===== src/logic/c16_config.svh =====
`ifndef C16_CONFIG_SVH
`define C16_CONFIG_SVH

//////////////////////////////
// Datapath
//////////////////////////////

`define C16_DATA_W 16

// Architectural register file
`define C16_NUM_REGS 8

//////////////////////////////
// Out-of-order window
//////////////////////////////

// Power of two, slot index doubles as the tag
`define C16_ROB_DEPTH 8

`define C16_RS_DEPTH 4

`endif

===== src/logic/c16_isa_pkg.sv =====
package c16_isa_pkg;

	// Anything else is illegal
	typedef enum logic [4:0] {
		ADD_IMM = 5'b00000,
		ADD_REG = 5'b00001,
		SUB_IMM = 5'b00010,
		SUB_REG = 5'b00011
	} opcode_e;

	typedef logic [2:0] reg_idx_t;

	// Register plus sign-extended immediate
	typedef struct packed {
		opcode_e    opcode;
		reg_idx_t   dest;
		reg_idx_t   src_a;
		logic [4:0] imm;
	} imm_fmt_t;

	// Register plus register
	typedef struct packed {
		opcode_e    opcode;
		reg_idx_t   dest;
		reg_idx_t   src_a;
		logic [1:0] unused;
		reg_idx_t   src_b;
	} reg_fmt_t;

	// One instruction word, low five bits read either way
	typedef union packed {
		imm_fmt_t i_fmt;
		reg_fmt_t r_fmt;
	} instr_u;

endpackage


===== src/logic/c16_core_pkg.sv =====
`include "c16_config.svh"

package c16_core_pkg;

	localparam int TAG_W = $clog2(`C16_ROB_DEPTH);

	typedef logic [TAG_W-1:0] tag_t; // Reorder slot index

	typedef enum logic {ADD, SUB} alu_op_e;

	// Value when ready, producer tag in the low bits otherwise
	typedef struct packed {
		logic                   ready;
		logic [`C16_DATA_W-1:0] data;
	} operand_t;

	typedef struct packed {
		alu_op_e  alu_op;
		tag_t     tag;
		operand_t src_a;
		operand_t src_b;
	} uop_t;

	// Broadcast bus
	typedef struct packed {
		logic                   valid;
		tag_t                   tag;
		logic [`C16_DATA_W-1:0] value;
	} result_t;

	typedef struct packed {
		logic                   valid;
		c16_isa_pkg::reg_idx_t  dest;
		logic [`C16_DATA_W-1:0] value;
	} commit_t;

	// Wake a waiting operand from the result bus
	function automatic operand_t snoop(input operand_t op, input result_t res);
		operand_t woke;
		woke = op;
		if (!op.ready && res.valid && op.data[TAG_W-1:0] == res.tag) begin
			woke.ready = 1'b1;
			woke.data = res.value;
		end
		return woke;
	endfunction

endpackage


===== src/logic/c16_core.sv =====
`timescale 1ns/10ps
`include "c16_config.svh"

module c16_core (
	input  logic                   clk,
	input  logic                   rst_n,
	input  logic                   instr_req,
	output logic                   instr_ack,
	input  c16_isa_pkg::instr_u    instr,
	output c16_core_pkg::commit_t  commit,
	input  c16_isa_pkg::reg_idx_t  arch_read_addr,
	output logic [`C16_DATA_W-1:0] arch_read_value
);

	// Decoder to execute
	logic                  dispatch_valid;
	c16_core_pkg::uop_t    dispatch;
	logic                  station_full;

	// Decoder to reorder buffer
	logic                  alloc_valid;
	c16_isa_pkg::reg_idx_t alloc_dest;
	c16_core_pkg::tag_t    rob_tail;
	logic                  rob_full;

	c16_core_pkg::result_t result; // Seen by all three stages

	c16_decoder c16_decoder_i (
		.clk            (clk),
		.rst_n          (rst_n),
		.instr_req      (instr_req),
		.instr_ack      (instr_ack),
		.instr          (instr),
		.station_full   (station_full),
		.rob_full       (rob_full),
		.rob_tail       (rob_tail),
		.result         (result),
		.dispatch_valid (dispatch_valid),
		.dispatch       (dispatch),
		.alloc_valid    (alloc_valid),
		.alloc_dest     (alloc_dest)
	);

	c16_execute_unit c16_execute_unit_i (
		.clk            (clk),
		.rst_n          (rst_n),
		.dispatch_valid (dispatch_valid),
		.dispatch       (dispatch),
		.station_full   (station_full),
		.result         (result)
	);

	c16_reorder_buffer c16_reorder_buffer_i (
		.clk             (clk),
		.rst_n           (rst_n),
		.alloc_valid     (alloc_valid),
		.alloc_dest      (alloc_dest),
		.rob_tail        (rob_tail),
		.rob_full        (rob_full),
		.result          (result),
		.commit          (commit),
		.arch_read_addr  (arch_read_addr),
		.arch_read_value (arch_read_value)
	);

endmodule


===== src/logic/c16_reorder_buffer.sv =====
`timescale 1ns/10ps
`include "c16_config.svh"

module c16_reorder_buffer (
	input  logic                   clk,
	input  logic                   rst_n,
	input  logic                   alloc_valid,
	input  c16_isa_pkg::reg_idx_t  alloc_dest,
	output c16_core_pkg::tag_t     rob_tail,
	output logic                   rob_full,
	input  c16_core_pkg::result_t  result,
	output c16_core_pkg::commit_t  commit,
	input  c16_isa_pkg::reg_idx_t  arch_read_addr,
	output logic [`C16_DATA_W-1:0] arch_read_value
);

	localparam int DEPTH = `C16_ROB_DEPTH;
	localparam int CNT_W = $clog2(DEPTH + 1);

	c16_isa_pkg::reg_idx_t  slot_dest [DEPTH];
	logic [`C16_DATA_W-1:0] slot_value [DEPTH];
	logic [DEPTH-1:0]       slot_done;

	c16_core_pkg::tag_t head;
	c16_core_pkg::tag_t tail;
	logic [CNT_W-1:0]   count;
	logic               retire;

	logic [`C16_DATA_W-1:0] arch_regs [`C16_NUM_REGS];

	assign rob_tail = tail;
	assign rob_full = (count == CNT_W'(DEPTH));

	// Head leaves once its result is in
	assign retire = (count != '0) && slot_done[head];
	assign commit = '{valid: retire, dest: slot_dest[head], value: slot_value[head]};

	//////////////////////////////
	// Circular buffer
	//////////////////////////////

	always_ff @(posedge clk or negedge rst_n) begin
		if (!rst_n) begin
			head <= '0;
			tail <= '0;
			count <= '0;
			slot_done <= '0;
		end else begin
			if (alloc_valid) begin
				slot_done[tail] <= 1'b0;
				tail <= tail + 1'b1;
			end
			if (result.valid) begin
				slot_done[result.tag] <= 1'b1;
			end
			if (retire) begin
				head <= head + 1'b1;
			end
			count <= count + CNT_W'(alloc_valid) - CNT_W'(retire);
		end
	end

	always_ff @(posedge clk) begin
		if (alloc_valid) begin
			slot_dest[tail] <= alloc_dest;
		end
		if (result.valid) begin
			slot_value[result.tag] <= result.value;
		end
	end

	//////////////////////////////
	// Committed register file
	//////////////////////////////

	always_ff @(posedge clk or negedge rst_n) begin
		if (!rst_n) begin
			for (int r = 0; r < `C16_NUM_REGS; r++) begin
				arch_regs[r] <= '0;
			end
		end else if (retire) begin
			arch_regs[commit.dest] <= commit.value;
		end
	end

	// Commit in this cycle shows through at once
	assign arch_read_value = (retire && commit.dest == arch_read_addr)
		? commit.value
		: arch_regs[arch_read_addr];

endmodule


===== src/logic/c16_execute_unit.sv =====
`timescale 1ns/10ps
`include "c16_config.svh"

module c16_execute_unit (
	input  logic                  clk,
	input  logic                  rst_n,
	input  logic                  dispatch_valid,
	input  c16_core_pkg::uop_t    dispatch,
	output logic                  station_full,
	output c16_core_pkg::result_t result
);

	localparam int DEPTH = `C16_RS_DEPTH;
	localparam int IDX_W = $clog2(DEPTH);

	// Collapsing queue, slot 0 is the oldest
	logic [DEPTH-1:0]   ent_valid;
	c16_core_pkg::uop_t ent_uop [DEPTH];

	logic [DEPTH:0]     valid_ext;
	c16_core_pkg::uop_t woken [DEPTH+1]; // Top slot is a zero filler
	logic [DEPTH-1:0]   nxt_valid;
	c16_core_pkg::uop_t nxt_uop [DEPTH];

	logic               issue_hit;
	logic [IDX_W-1:0]   issue_idx;
	c16_core_pkg::uop_t issue_uop;
	logic [`C16_DATA_W-1:0] alu_out;

	logic                   res_valid;
	c16_core_pkg::tag_t     res_tag;
	logic [`C16_DATA_W-1:0] res_value;

	assign station_full = &ent_valid;
	assign valid_ext = {1'b0, ent_valid};

	//////////////////////////////
	// Wakeup and select
	//////////////////////////////

	always_comb begin
		for (int i = 0; i < DEPTH; i++) begin
			woken[i] = ent_uop[i];
			woken[i].src_a = c16_core_pkg::snoop(ent_uop[i].src_a, result);
			woken[i].src_b = c16_core_pkg::snoop(ent_uop[i].src_b, result);
		end
		woken[DEPTH] = '0;
	end

	// Lowest ready slot is the oldest
	always_comb begin
		issue_hit = 1'b0;
		issue_idx = '0;
		for (int i = DEPTH - 1; i >= 0; i--) begin
			if (ent_valid[i] && ent_uop[i].src_a.ready && ent_uop[i].src_b.ready) begin
				issue_hit = 1'b1;
				issue_idx = IDX_W'(i);
			end
		end
	end

	assign issue_uop = ent_uop[issue_idx];

	//////////////////////////////
	// Station update
	//////////////////////////////

	always_comb begin
		logic placed;
		placed = 1'b0;
		for (int i = 0; i < DEPTH; i++) begin
			if (issue_hit && IDX_W'(i) >= issue_idx) begin // Close the gap
				nxt_valid[i] = valid_ext[i + 1];
				nxt_uop[i] = woken[i + 1];
			end else begin
				nxt_valid[i] = valid_ext[i];
				nxt_uop[i] = woken[i];
			end
			if (dispatch_valid && !placed && !nxt_valid[i]) begin
				nxt_valid[i] = 1'b1;
				nxt_uop[i] = dispatch;
				placed = 1'b1;
			end
		end
	end

	always_ff @(posedge clk or negedge rst_n) begin
		if (!rst_n) begin
			ent_valid <= '0;
		end else begin
			ent_valid <= nxt_valid;
		end
	end

	always_ff @(posedge clk) begin
		ent_uop <= nxt_uop;
	end

	//////////////////////////////
	// Add/subtract stage
	//////////////////////////////

	assign alu_out = (issue_uop.alu_op == c16_core_pkg::SUB)
		? issue_uop.src_a.data - issue_uop.src_b.data
		: issue_uop.src_a.data + issue_uop.src_b.data;

	always_ff @(posedge clk or negedge rst_n) begin
		if (!rst_n) begin
			res_valid <= 1'b0;
		end else begin
			res_valid <= issue_hit;
		end
	end

	always_ff @(posedge clk) begin
		if (issue_hit) begin
			res_tag <= issue_uop.tag;
			res_value <= alu_out;
		end
	end

	assign result = '{valid: res_valid, tag: res_tag, value: res_value};

endmodule


===== src/logic/c16_decoder.sv =====
`timescale 1ns/10ps
`include "c16_config.svh"

module c16_decoder (
	input  logic                  clk,
	input  logic                  rst_n,
	input  logic                  instr_req,
	output logic                  instr_ack,
	input  c16_isa_pkg::instr_u   instr,
	input  logic                  station_full,
	input  logic                  rob_full,
	input  c16_core_pkg::tag_t    rob_tail,
	input  c16_core_pkg::result_t result,
	output logic                  dispatch_valid,
	output c16_core_pkg::uop_t    dispatch,
	output logic                  alloc_valid,
	output c16_isa_pkg::reg_idx_t alloc_dest
);

	// Per register, value or producer tag
	c16_core_pkg::operand_t rename_tbl [`C16_NUM_REGS];

	logic                   accept;
	logic                   legal;
	logic                   reg_form;
	logic [`C16_DATA_W-1:0] imm_ext;

	//////////////////////////////
	// Decode and operand read
	//////////////////////////////

	assign imm_ext = {{(`C16_DATA_W - 5){instr.i_fmt.imm[4]}}, instr.i_fmt.imm};

	always_comb begin
		legal = 1'b1;
		reg_form = 1'b0;
		dispatch.alu_op = c16_core_pkg::ADD;
		case (instr.i_fmt.opcode)
			c16_isa_pkg::ADD_IMM: begin
				reg_form = 1'b0;
			end
			c16_isa_pkg::ADD_REG: begin
				reg_form = 1'b1;
			end
			c16_isa_pkg::SUB_IMM: begin
				dispatch.alu_op = c16_core_pkg::SUB;
			end
			c16_isa_pkg::SUB_REG: begin
				dispatch.alu_op = c16_core_pkg::SUB;
				reg_form = 1'b1;
			end
			default: legal = 1'b0;
		endcase

		dispatch.tag = rob_tail;
		dispatch.src_a = c16_core_pkg::snoop(rename_tbl[instr.i_fmt.src_a], result);
		if (reg_form) begin
			dispatch.src_b = c16_core_pkg::snoop(rename_tbl[instr.r_fmt.src_b], result);
		end else begin
			dispatch.src_b.ready = 1'b1;
			dispatch.src_b.data = imm_ext;
		end
	end

	//////////////////////////////
	// Handshake
	//////////////////////////////

	assign accept = instr_req && !instr_ack && !station_full && !rob_full;
	assign dispatch_valid = accept && legal;
	assign alloc_valid = dispatch_valid; // Illegal words only get acked
	assign alloc_dest = instr.i_fmt.dest;

	always_ff @(posedge clk or negedge rst_n) begin
		if (!rst_n) begin
			instr_ack <= 1'b0;
		end else if (accept) begin
			instr_ack <= 1'b1;
		end else if (!instr_req) begin
			instr_ack <= 1'b0;
		end
	end

	//////////////////////////////
	// Rename table
	//////////////////////////////

	always_ff @(posedge clk or negedge rst_n) begin
		if (!rst_n) begin
			for (int r = 0; r < `C16_NUM_REGS; r++) begin
				rename_tbl[r].ready <= 1'b1;
				rename_tbl[r].data <= '0;
			end
		end else begin
			for (int r = 0; r < `C16_NUM_REGS; r++) begin
				rename_tbl[r] <= c16_core_pkg::snoop(rename_tbl[r], result);
			end
			if (alloc_valid) begin // New claim overrides the wakeup
				rename_tbl[alloc_dest].ready <= 1'b0;
				rename_tbl[alloc_dest].data <=
					{{(`C16_DATA_W - c16_core_pkg::TAG_W){1'b0}}, rob_tail};
			end
		end
	end

endmodule


===== config.mk =====
export PLATFORM = sky130hd
export DESIGN_NAME = c16_core
export DESIGN_NICKNAME = d
export VERILOG_FILES = /design/src/logic/c16_isa_pkg.sv /design/src/logic/c16_core_pkg.sv /design/src/logic/c16_core.sv /design/src/logic/c16_reorder_buffer.sv /design/src/logic/c16_execute_unit.sv /design/src/logic/c16_decoder.sv
export VERILOG_INCLUDE_DIRS = /design/src /design/src/logic
export SDC_FILE = /design/constraint.sdc
export NUM_CORES = 1
export LEC_CHECK = 0
export BUFFER_PORTS_ARGS = -buffer_cell sky130_fd_sc_hd__buf_4
export CORE_ASPECT_RATIO = 0.9
export CORE_MARGIN = 10
export CORE_UTILIZATION = 53
export CTS_BUF_LIST = sky130_fd_sc_hd__clkbuf_8
export CTS_CLUSTER_DIAMETER = 150
export DETAILED_ROUTE_END_ITERATION = 6
export PLACE_DENSITY_LB_ADDON = 0.1
export SYNTH_ARGS = -nofsm -noshare
export SYNTH_HDL_FRONTEND = slang
export SYNTH_SLANG_ARGS = --single-unit
export TNS_END_PERCENT = 5

===== constraint.sdc =====
create_clock -name clk -period 7.15 [get_ports clk]
set_input_delay 1.43 -clock clk [delete_from_list [all_inputs] [get_ports clk]]
set_output_delay 1.43 -clock clk [all_outputs]
set_load 0.03 [all_outputs]

# Yosys cells after proc, flatten, opt, wreduce, memory -nomap -nowiden

Memories as Yosys holds them, arrays and structs flattened.
Cells that the tools add are included.

Register bits after elaboration: 459
Memory bits (writable): 152
Memories kept: 2
Input port bits: 22
Logic and storage cells: 307
Output and inout port bits: 37

Magnitude comparators: 17
Reductions and logical operators: 105
Mux-type cells: 87
Add/subtract/negate cells: 6
Equality and inequality tests: 24
Bitwise operators: 9

Memories:

| name                            | depth | bits a word | rd ports | clocked after Yosys merged registers in | write ports | RTL line                 | text |
|---|---|---|---|---|---|---|---|
| c16_reorder_buffer_i.slot_value | 8     | 16          | 1        | 0                                       | 1           | c16_reorder_buffer.sv:21 | `` logic [`C16_DATA_W-1:0] slot_value [DEPTH]; `` |
| c16_reorder_buffer_i.slot_dest  | 8     | 3           | 1        | 0                                       | 1           | c16_reorder_buffer.sv:20 | `c16_isa_pkg::reg_idx_t slot_dest [DEPTH];` |

Operator list:

| operator           | number |
|---|---|
| $mux 17            | 24 |
| $mux 38            | 10 |
| $bwmux 136         | 2 |
| $mux 136           | 1 |
| $bwmux 128         | 1 |
| $bmux 17 s3        | 2 |
| $demux 17 s3       | 2 |
| $mux 16            | 6 |
| $bmux 38 s2        | 1 |
| $logic_and 1x1->1  | 65 |
| $eq 3x3->1         | 19 |
| $bmux 16 s3        | 1 |
| $demux 16 s3       | 1 |
| $logic_not 1->1    | 28 |
| $mux 1             | 27 |
| $ge 4x4->1 const B | 5 |
| $not 3->4          | 5 |
| $add 16x16->16     | 1 |
| $mux 8             | 2 |
| $sub 16x16->16     | 1 |
| $lt 3x4->1 const B | 3 |
| $eq 5x2->1 const B | 2 |
| $and 8x8->8        | 1 |
| $lt 4x1->1 const B | 2 |
| 23 further kinds   | 36 |

# Logic depth before layout (Yosys ltp)

Word-level depth: 24
Depth in mapped cells: 21
Gate-level depth less buffers: 17

# By module

From an unflattened synthesis, not the netlist that was laid out.

Cells, all modules: 2742
Area total of the unflattened synthesis: 32060.7 sq um

By module, submodules not included:

| module             | times used | cells an instance | area each (sq um) | sequential area each (sq um) |
|---|---|---|---|---|
| c16_reorder_buffer | 1          | 699               | 12869.8           | 8217.9 |
| c16_execute_unit   | 1          | 1231              | 10428.8           | 4239.1 |
| c16_decoder        | 1          | 812               | 8762.2            | 3438.3 |

# Worst setup path before layout

No wires, ideal clock.

Kind: in2out
Start point: input port arch_read_addr[0]
End point: output port arch_read_value[10]
Path slack: 2.429 ns
Required time: 5.720 ns
Cell stages on the path: 6
Arrival: 3.291 ns
Path buffers: 2
Cells stage by stage: clkbuf_1 -> buf_1 -> mux4_2 -> nor2b_1 -> a211oi_1 -> a21oi_1

Word-level cells in the longest chain between the ends: 5
Elaborated cells on any way between the ends: 7
Those cells by class: eq/ne: 1; mux: 4; bitwise: 1; reduce/logical: 1

Ends and longest elaborated chain:

| what                                        | RTL line                 | text |
|---|---|---|
| start: declaration                          | c16_core.sv:11           | `input c16_isa_pkg::reg_idx_t arch_read_addr,` |
| $not 3->4 (not written as such)             | c16_reorder_buffer.sv:89 | `: arch_regs[arch_read_addr];` |
| $bmux 16 s3                                 | c16_reorder_buffer.sv:89 |  |
| $mux 16 (not written as such) (2 in series) | c16_reorder_buffer.sv:89 |  |
| $mux 16 *                                   | c16_reorder_buffer.sv:88 | `? commit.value` |
| end: declaration                            | c16_core.sv:12           | `` output logic [`C16_DATA_W-1:0] arch_read_value `` |

Every way passes the cells marked *; elsewhere a longest branch is shown, timed or not. The select of a mux whose other input is x is not followed.

# Worst setup path after layout

Start point: register c16_reorder_buffer_i.head[0]
End point: output port arch_read_value[7]

Word-level cells in the longest chain between the ends: 5
Elaborated cells on any way between the ends: 8
Those cells by class: eq/ne: 1; mux: 3; reduce/logical: 2; memory: 2

Ends and longest elaborated chain:

| what                                                | RTL line                 | text |
|---|---|---|
| start: declaration                                  | c16_reorder_buffer.sv:24 | `c16_core_pkg::tag_t head;` |
| start signal: assignment                            | c16_reorder_buffer.sv:57 | `head <= head + 1'b1;` |
| branches (longest 4 deep; another with $mem_v2 8x3) | -                        |  |
| $mux 16 *                                           | c16_reorder_buffer.sv:88 |  |

Mark *: on every way between the ends. The select of a mux whose other input is x is not followed.

==> results.cfg <==
[critical_path]
worstSetupStartpoint = c16_reorder_buffer_i.head[0]
r2r_start = c16_execute_unit_i.ent_valid[2]
crit_type = register to output port
r2r_slack_ns = 1.72
start_kind = register
crit_path_end_kind = output port
crit_required_ns = 5.72
r2r_end = c16_execute_unit_i.res_value[15]
worstPathMaxFanout = 36
crit_end = arch_read_value[7]
reg2regPathDepth = 17
crit_arrival_ns = 4.44

[logic_synthesis]
synth-edff-count = 221
synth_async_sr_flop_share = 0.471
synthesis.nets = 2898
ys.flop_type = dfrtp_1
yosys.area.top_type = dfrtp_1
yosysWarningCount = 0
synth_area_per_cell_sq_um = 10.9
synthTopCellsByArea = dfrtp_1 23%, edfxtp_1 21%, mux4_2 10%
synth_top_area_frac = 0.225
ys_seq_area_frac = 0.511
yosysUniqueCellTypes = 69
syn_area_sq_um = 31100
ys_ff_latch = 611
syn_inst = 2850

[die]
die_x_um = 275
ios = 59
start_util = 0.534
core_sq_um = 58200
rows = 84
die_height_um = 250
die_area_sq_um = 68800

[clocking]
ctsHoldBuffers = 0
cts_sinks = 611
htreeDepth = 3
post_cts_resize_count = 0
cts_tree = yes
cts-root-buf = clkbuf_8
clockBufferDepth = 3
clkTransAtPathRegs_ns = 0.06
cts_setup_buffers = 0
numCtsBuffers = 100
insertion_delay_ns = 0.71

[power_and_ir_drop]
power_leakage_uw = 0.0139
vdd_ir_drop_max_mv = 0.245
power_density_nw_per_um2 = 436
total_power_uw = 14900

[sta]
drv_slew = 0
fin_worst_skew_ns = 0.0258
slew_headroom = 0.0892
final.setup.tns_ns = 0
fmaxAchievable_mhz = 170
holdWs_ns = 0.475
rsz0062_at_grt = false
period_minus_slack_ns = 5.87
tightest_slew_ns = 1.36
finalSetupViolCount = 0
hold_viol_final = 0
min_period_over_period = 0.821

[global_routing]
grt_usage = 0.262
grt_remaining_overflow = 0
grt_pass1_vias = 23100
grt_pass1_wl_mm = 139
grt_max_degree = 184
antenna_found_initial = 2

[route]
drtPass1Iterations = 7
wire_per_inst_um = 24.4
routed_via_density = 6.14
drt_iter0_markers = 2031
wl_mm = 90.6
post-route-drc-count = 2
num_vias = 22800
ant_nets = 0

[layout]
layout_common_cells = 431 x nand2_1, 278 x dfrtp_1, 260 x nor2_1
n_fill_cell = 4859
layout_commonest_cell = nand2_1
design_area_sq_um = 34200
drive_above_1_share = 0.165
antennaDiodeCount = 0
syn2layout_area_growth_pct = 10.1
nets = 2906

[placement]
port_buffers = 58
place_hpwl_mm = 57.7
gp_congestion = 0.893
place_area_sq_um = 32300

[outcome]
violations = design-rule violations
outcome = finished, violations left

[run]
cap_violations = 0

[hold_path]
hp-class = register to register
==> registers in the layout (all words and copies together) (netlist names) <==
signal	flops
c16_execute_unit_i.ent_valid	4
c16_execute_unit_i.ent_uop	152
c16_decoder_i.rename_tbl	136
c16_execute_unit_i.res_valid	1
c16_reorder_buffer_i.slot_done	8
c16_execute_unit_i.res_tag	3
c16_execute_unit_i.res_value	16
c16_reorder_buffer_i.arch_regs	128
c16_decoder_i.instr_ack	1
c16_reorder_buffer_i.count	4
c16_reorder_buffer_i.slot_dest	24
c16_reorder_buffer_i.slot_value	128
c16_reorder_buffer_i.head	3
c16_reorder_buffer_i.rob_tail	3
==> logic make-up (layout without fill, tap and decap cells) <==
kind of cell,Yosys count,in the layout,share of synthesized area
AND/OR/NAND/NOR,834,834,0.112
buffers and inverters,285,377,0.0375
multiplexers,405,405,0.188
adder cells (fa/ha/maj),26,26,0.0109
XOR/XNOR,90,90,0.0258
flip-flops,611,611,0.511
AO/OA/AOI/OAI,599,599,0.115
==> layer usage <==
layer  global-route usage  vias to the layer above  routed length (um)
met3               0.0435                      223                6230
met1                0.345                    11400               37800
met5                    0                        -                   0
li1                     -                    10300                   -
met2                0.417                      909               42400
met4                0.126                        0                4230
==> final cells by class <==
| type | instances | area [sq um] | share of cell area |
|---|---|---|---|
| clock buffer | 116 | 1600 | 0.0466 |
| clock inverter | 70 | 344 | 0.0101 |
| inverter | 52 | 195 | 0.00570 |
| multi-input combinational | 1954 | 14200 | 0.414 |
| sequential | 611 | 15900 | 0.464 |
| tap | 774 | 968 | 0.0283 |
| timing repair buffer | 139 | 1060 | 0.0311 |
==> cell usage after synthesis (34+ instances only) <==
| cell | number |
|---|---|
| nand2_1 | 433 |
| dfrtp_1 | 280 |
| nor2_1 | 265 |
| mux2i_1 | 243 |
| o21ai_0 | 232 |
| edfxtp_1 | 221 |
| clkbuf_1 | 181 |
| mux4_2 | 140 |
| a21oi_1 | 139 |
| dfxtp_1 | 102 |
| a31oi_1 | 58 |
| inv_1 | 52 |
| xnor2_1 | 45 |
| xor2_1 | 44 |
| o31ai_1 | 40 |
| a22o_1 | 34 |
==> how the worst min path moves through the flow <==
stage	start	end	cells past startpoint
floorplan	c16_reorder_buffer_i.arch_regs[16]	c16_reorder_buffer_i.arch_regs[16]	2
global route	c16_reorder_buffer_i.arch_regs[20]	c16_reorder_buffer_i.arch_regs[20]	2
detailed placement	c16_reorder_buffer_i.arch_regs[20]	c16_reorder_buffer_i.arch_regs[20]	2
global placement	c16_reorder_buffer_i.arch_regs[67]	c16_reorder_buffer_i.arch_regs[67]	2
CTS	c16_reorder_buffer_i.arch_regs[20]	c16_reorder_buffer_i.arch_regs[20]	2
finish	c16_reorder_buffer_i.arch_regs[81]	c16_reorder_buffer_i.arch_regs[81]	2
==> worst max-delay path, stage by stage, from the launching register on <==
cell,delay (ns)
dfrtp_2,0.48
buf_4,0.61
mux4_2,0.36
mux2i_1,0.08
a21oi_1,0.26
nand2_1,0.11
nor3_2,1.02
buf_4,0.34
a211oi_1,0.06
a21oi_1,0.19
buf_4,0.20
==> stage by stage <==
stage	std cells	setup WS [ns]	util
finish	3716	1.28	0.588
global route	3716	0.915	0.588
CTS	3716	1.17	0.588
detailed placement	3530	1.61	0.555
global placement	3530	1.68	0.555
floorplan	2850	2.43	-
==> power by group <==
part | leakage (uW) | internal (uW) | switching [uW]
clock network | 0.00118 | 1520 | 1430
registers | 0.00608 | 4920 | 881
logic | 0.00661 | 2440 | 3730
Power figures use the tool's default switching activity.
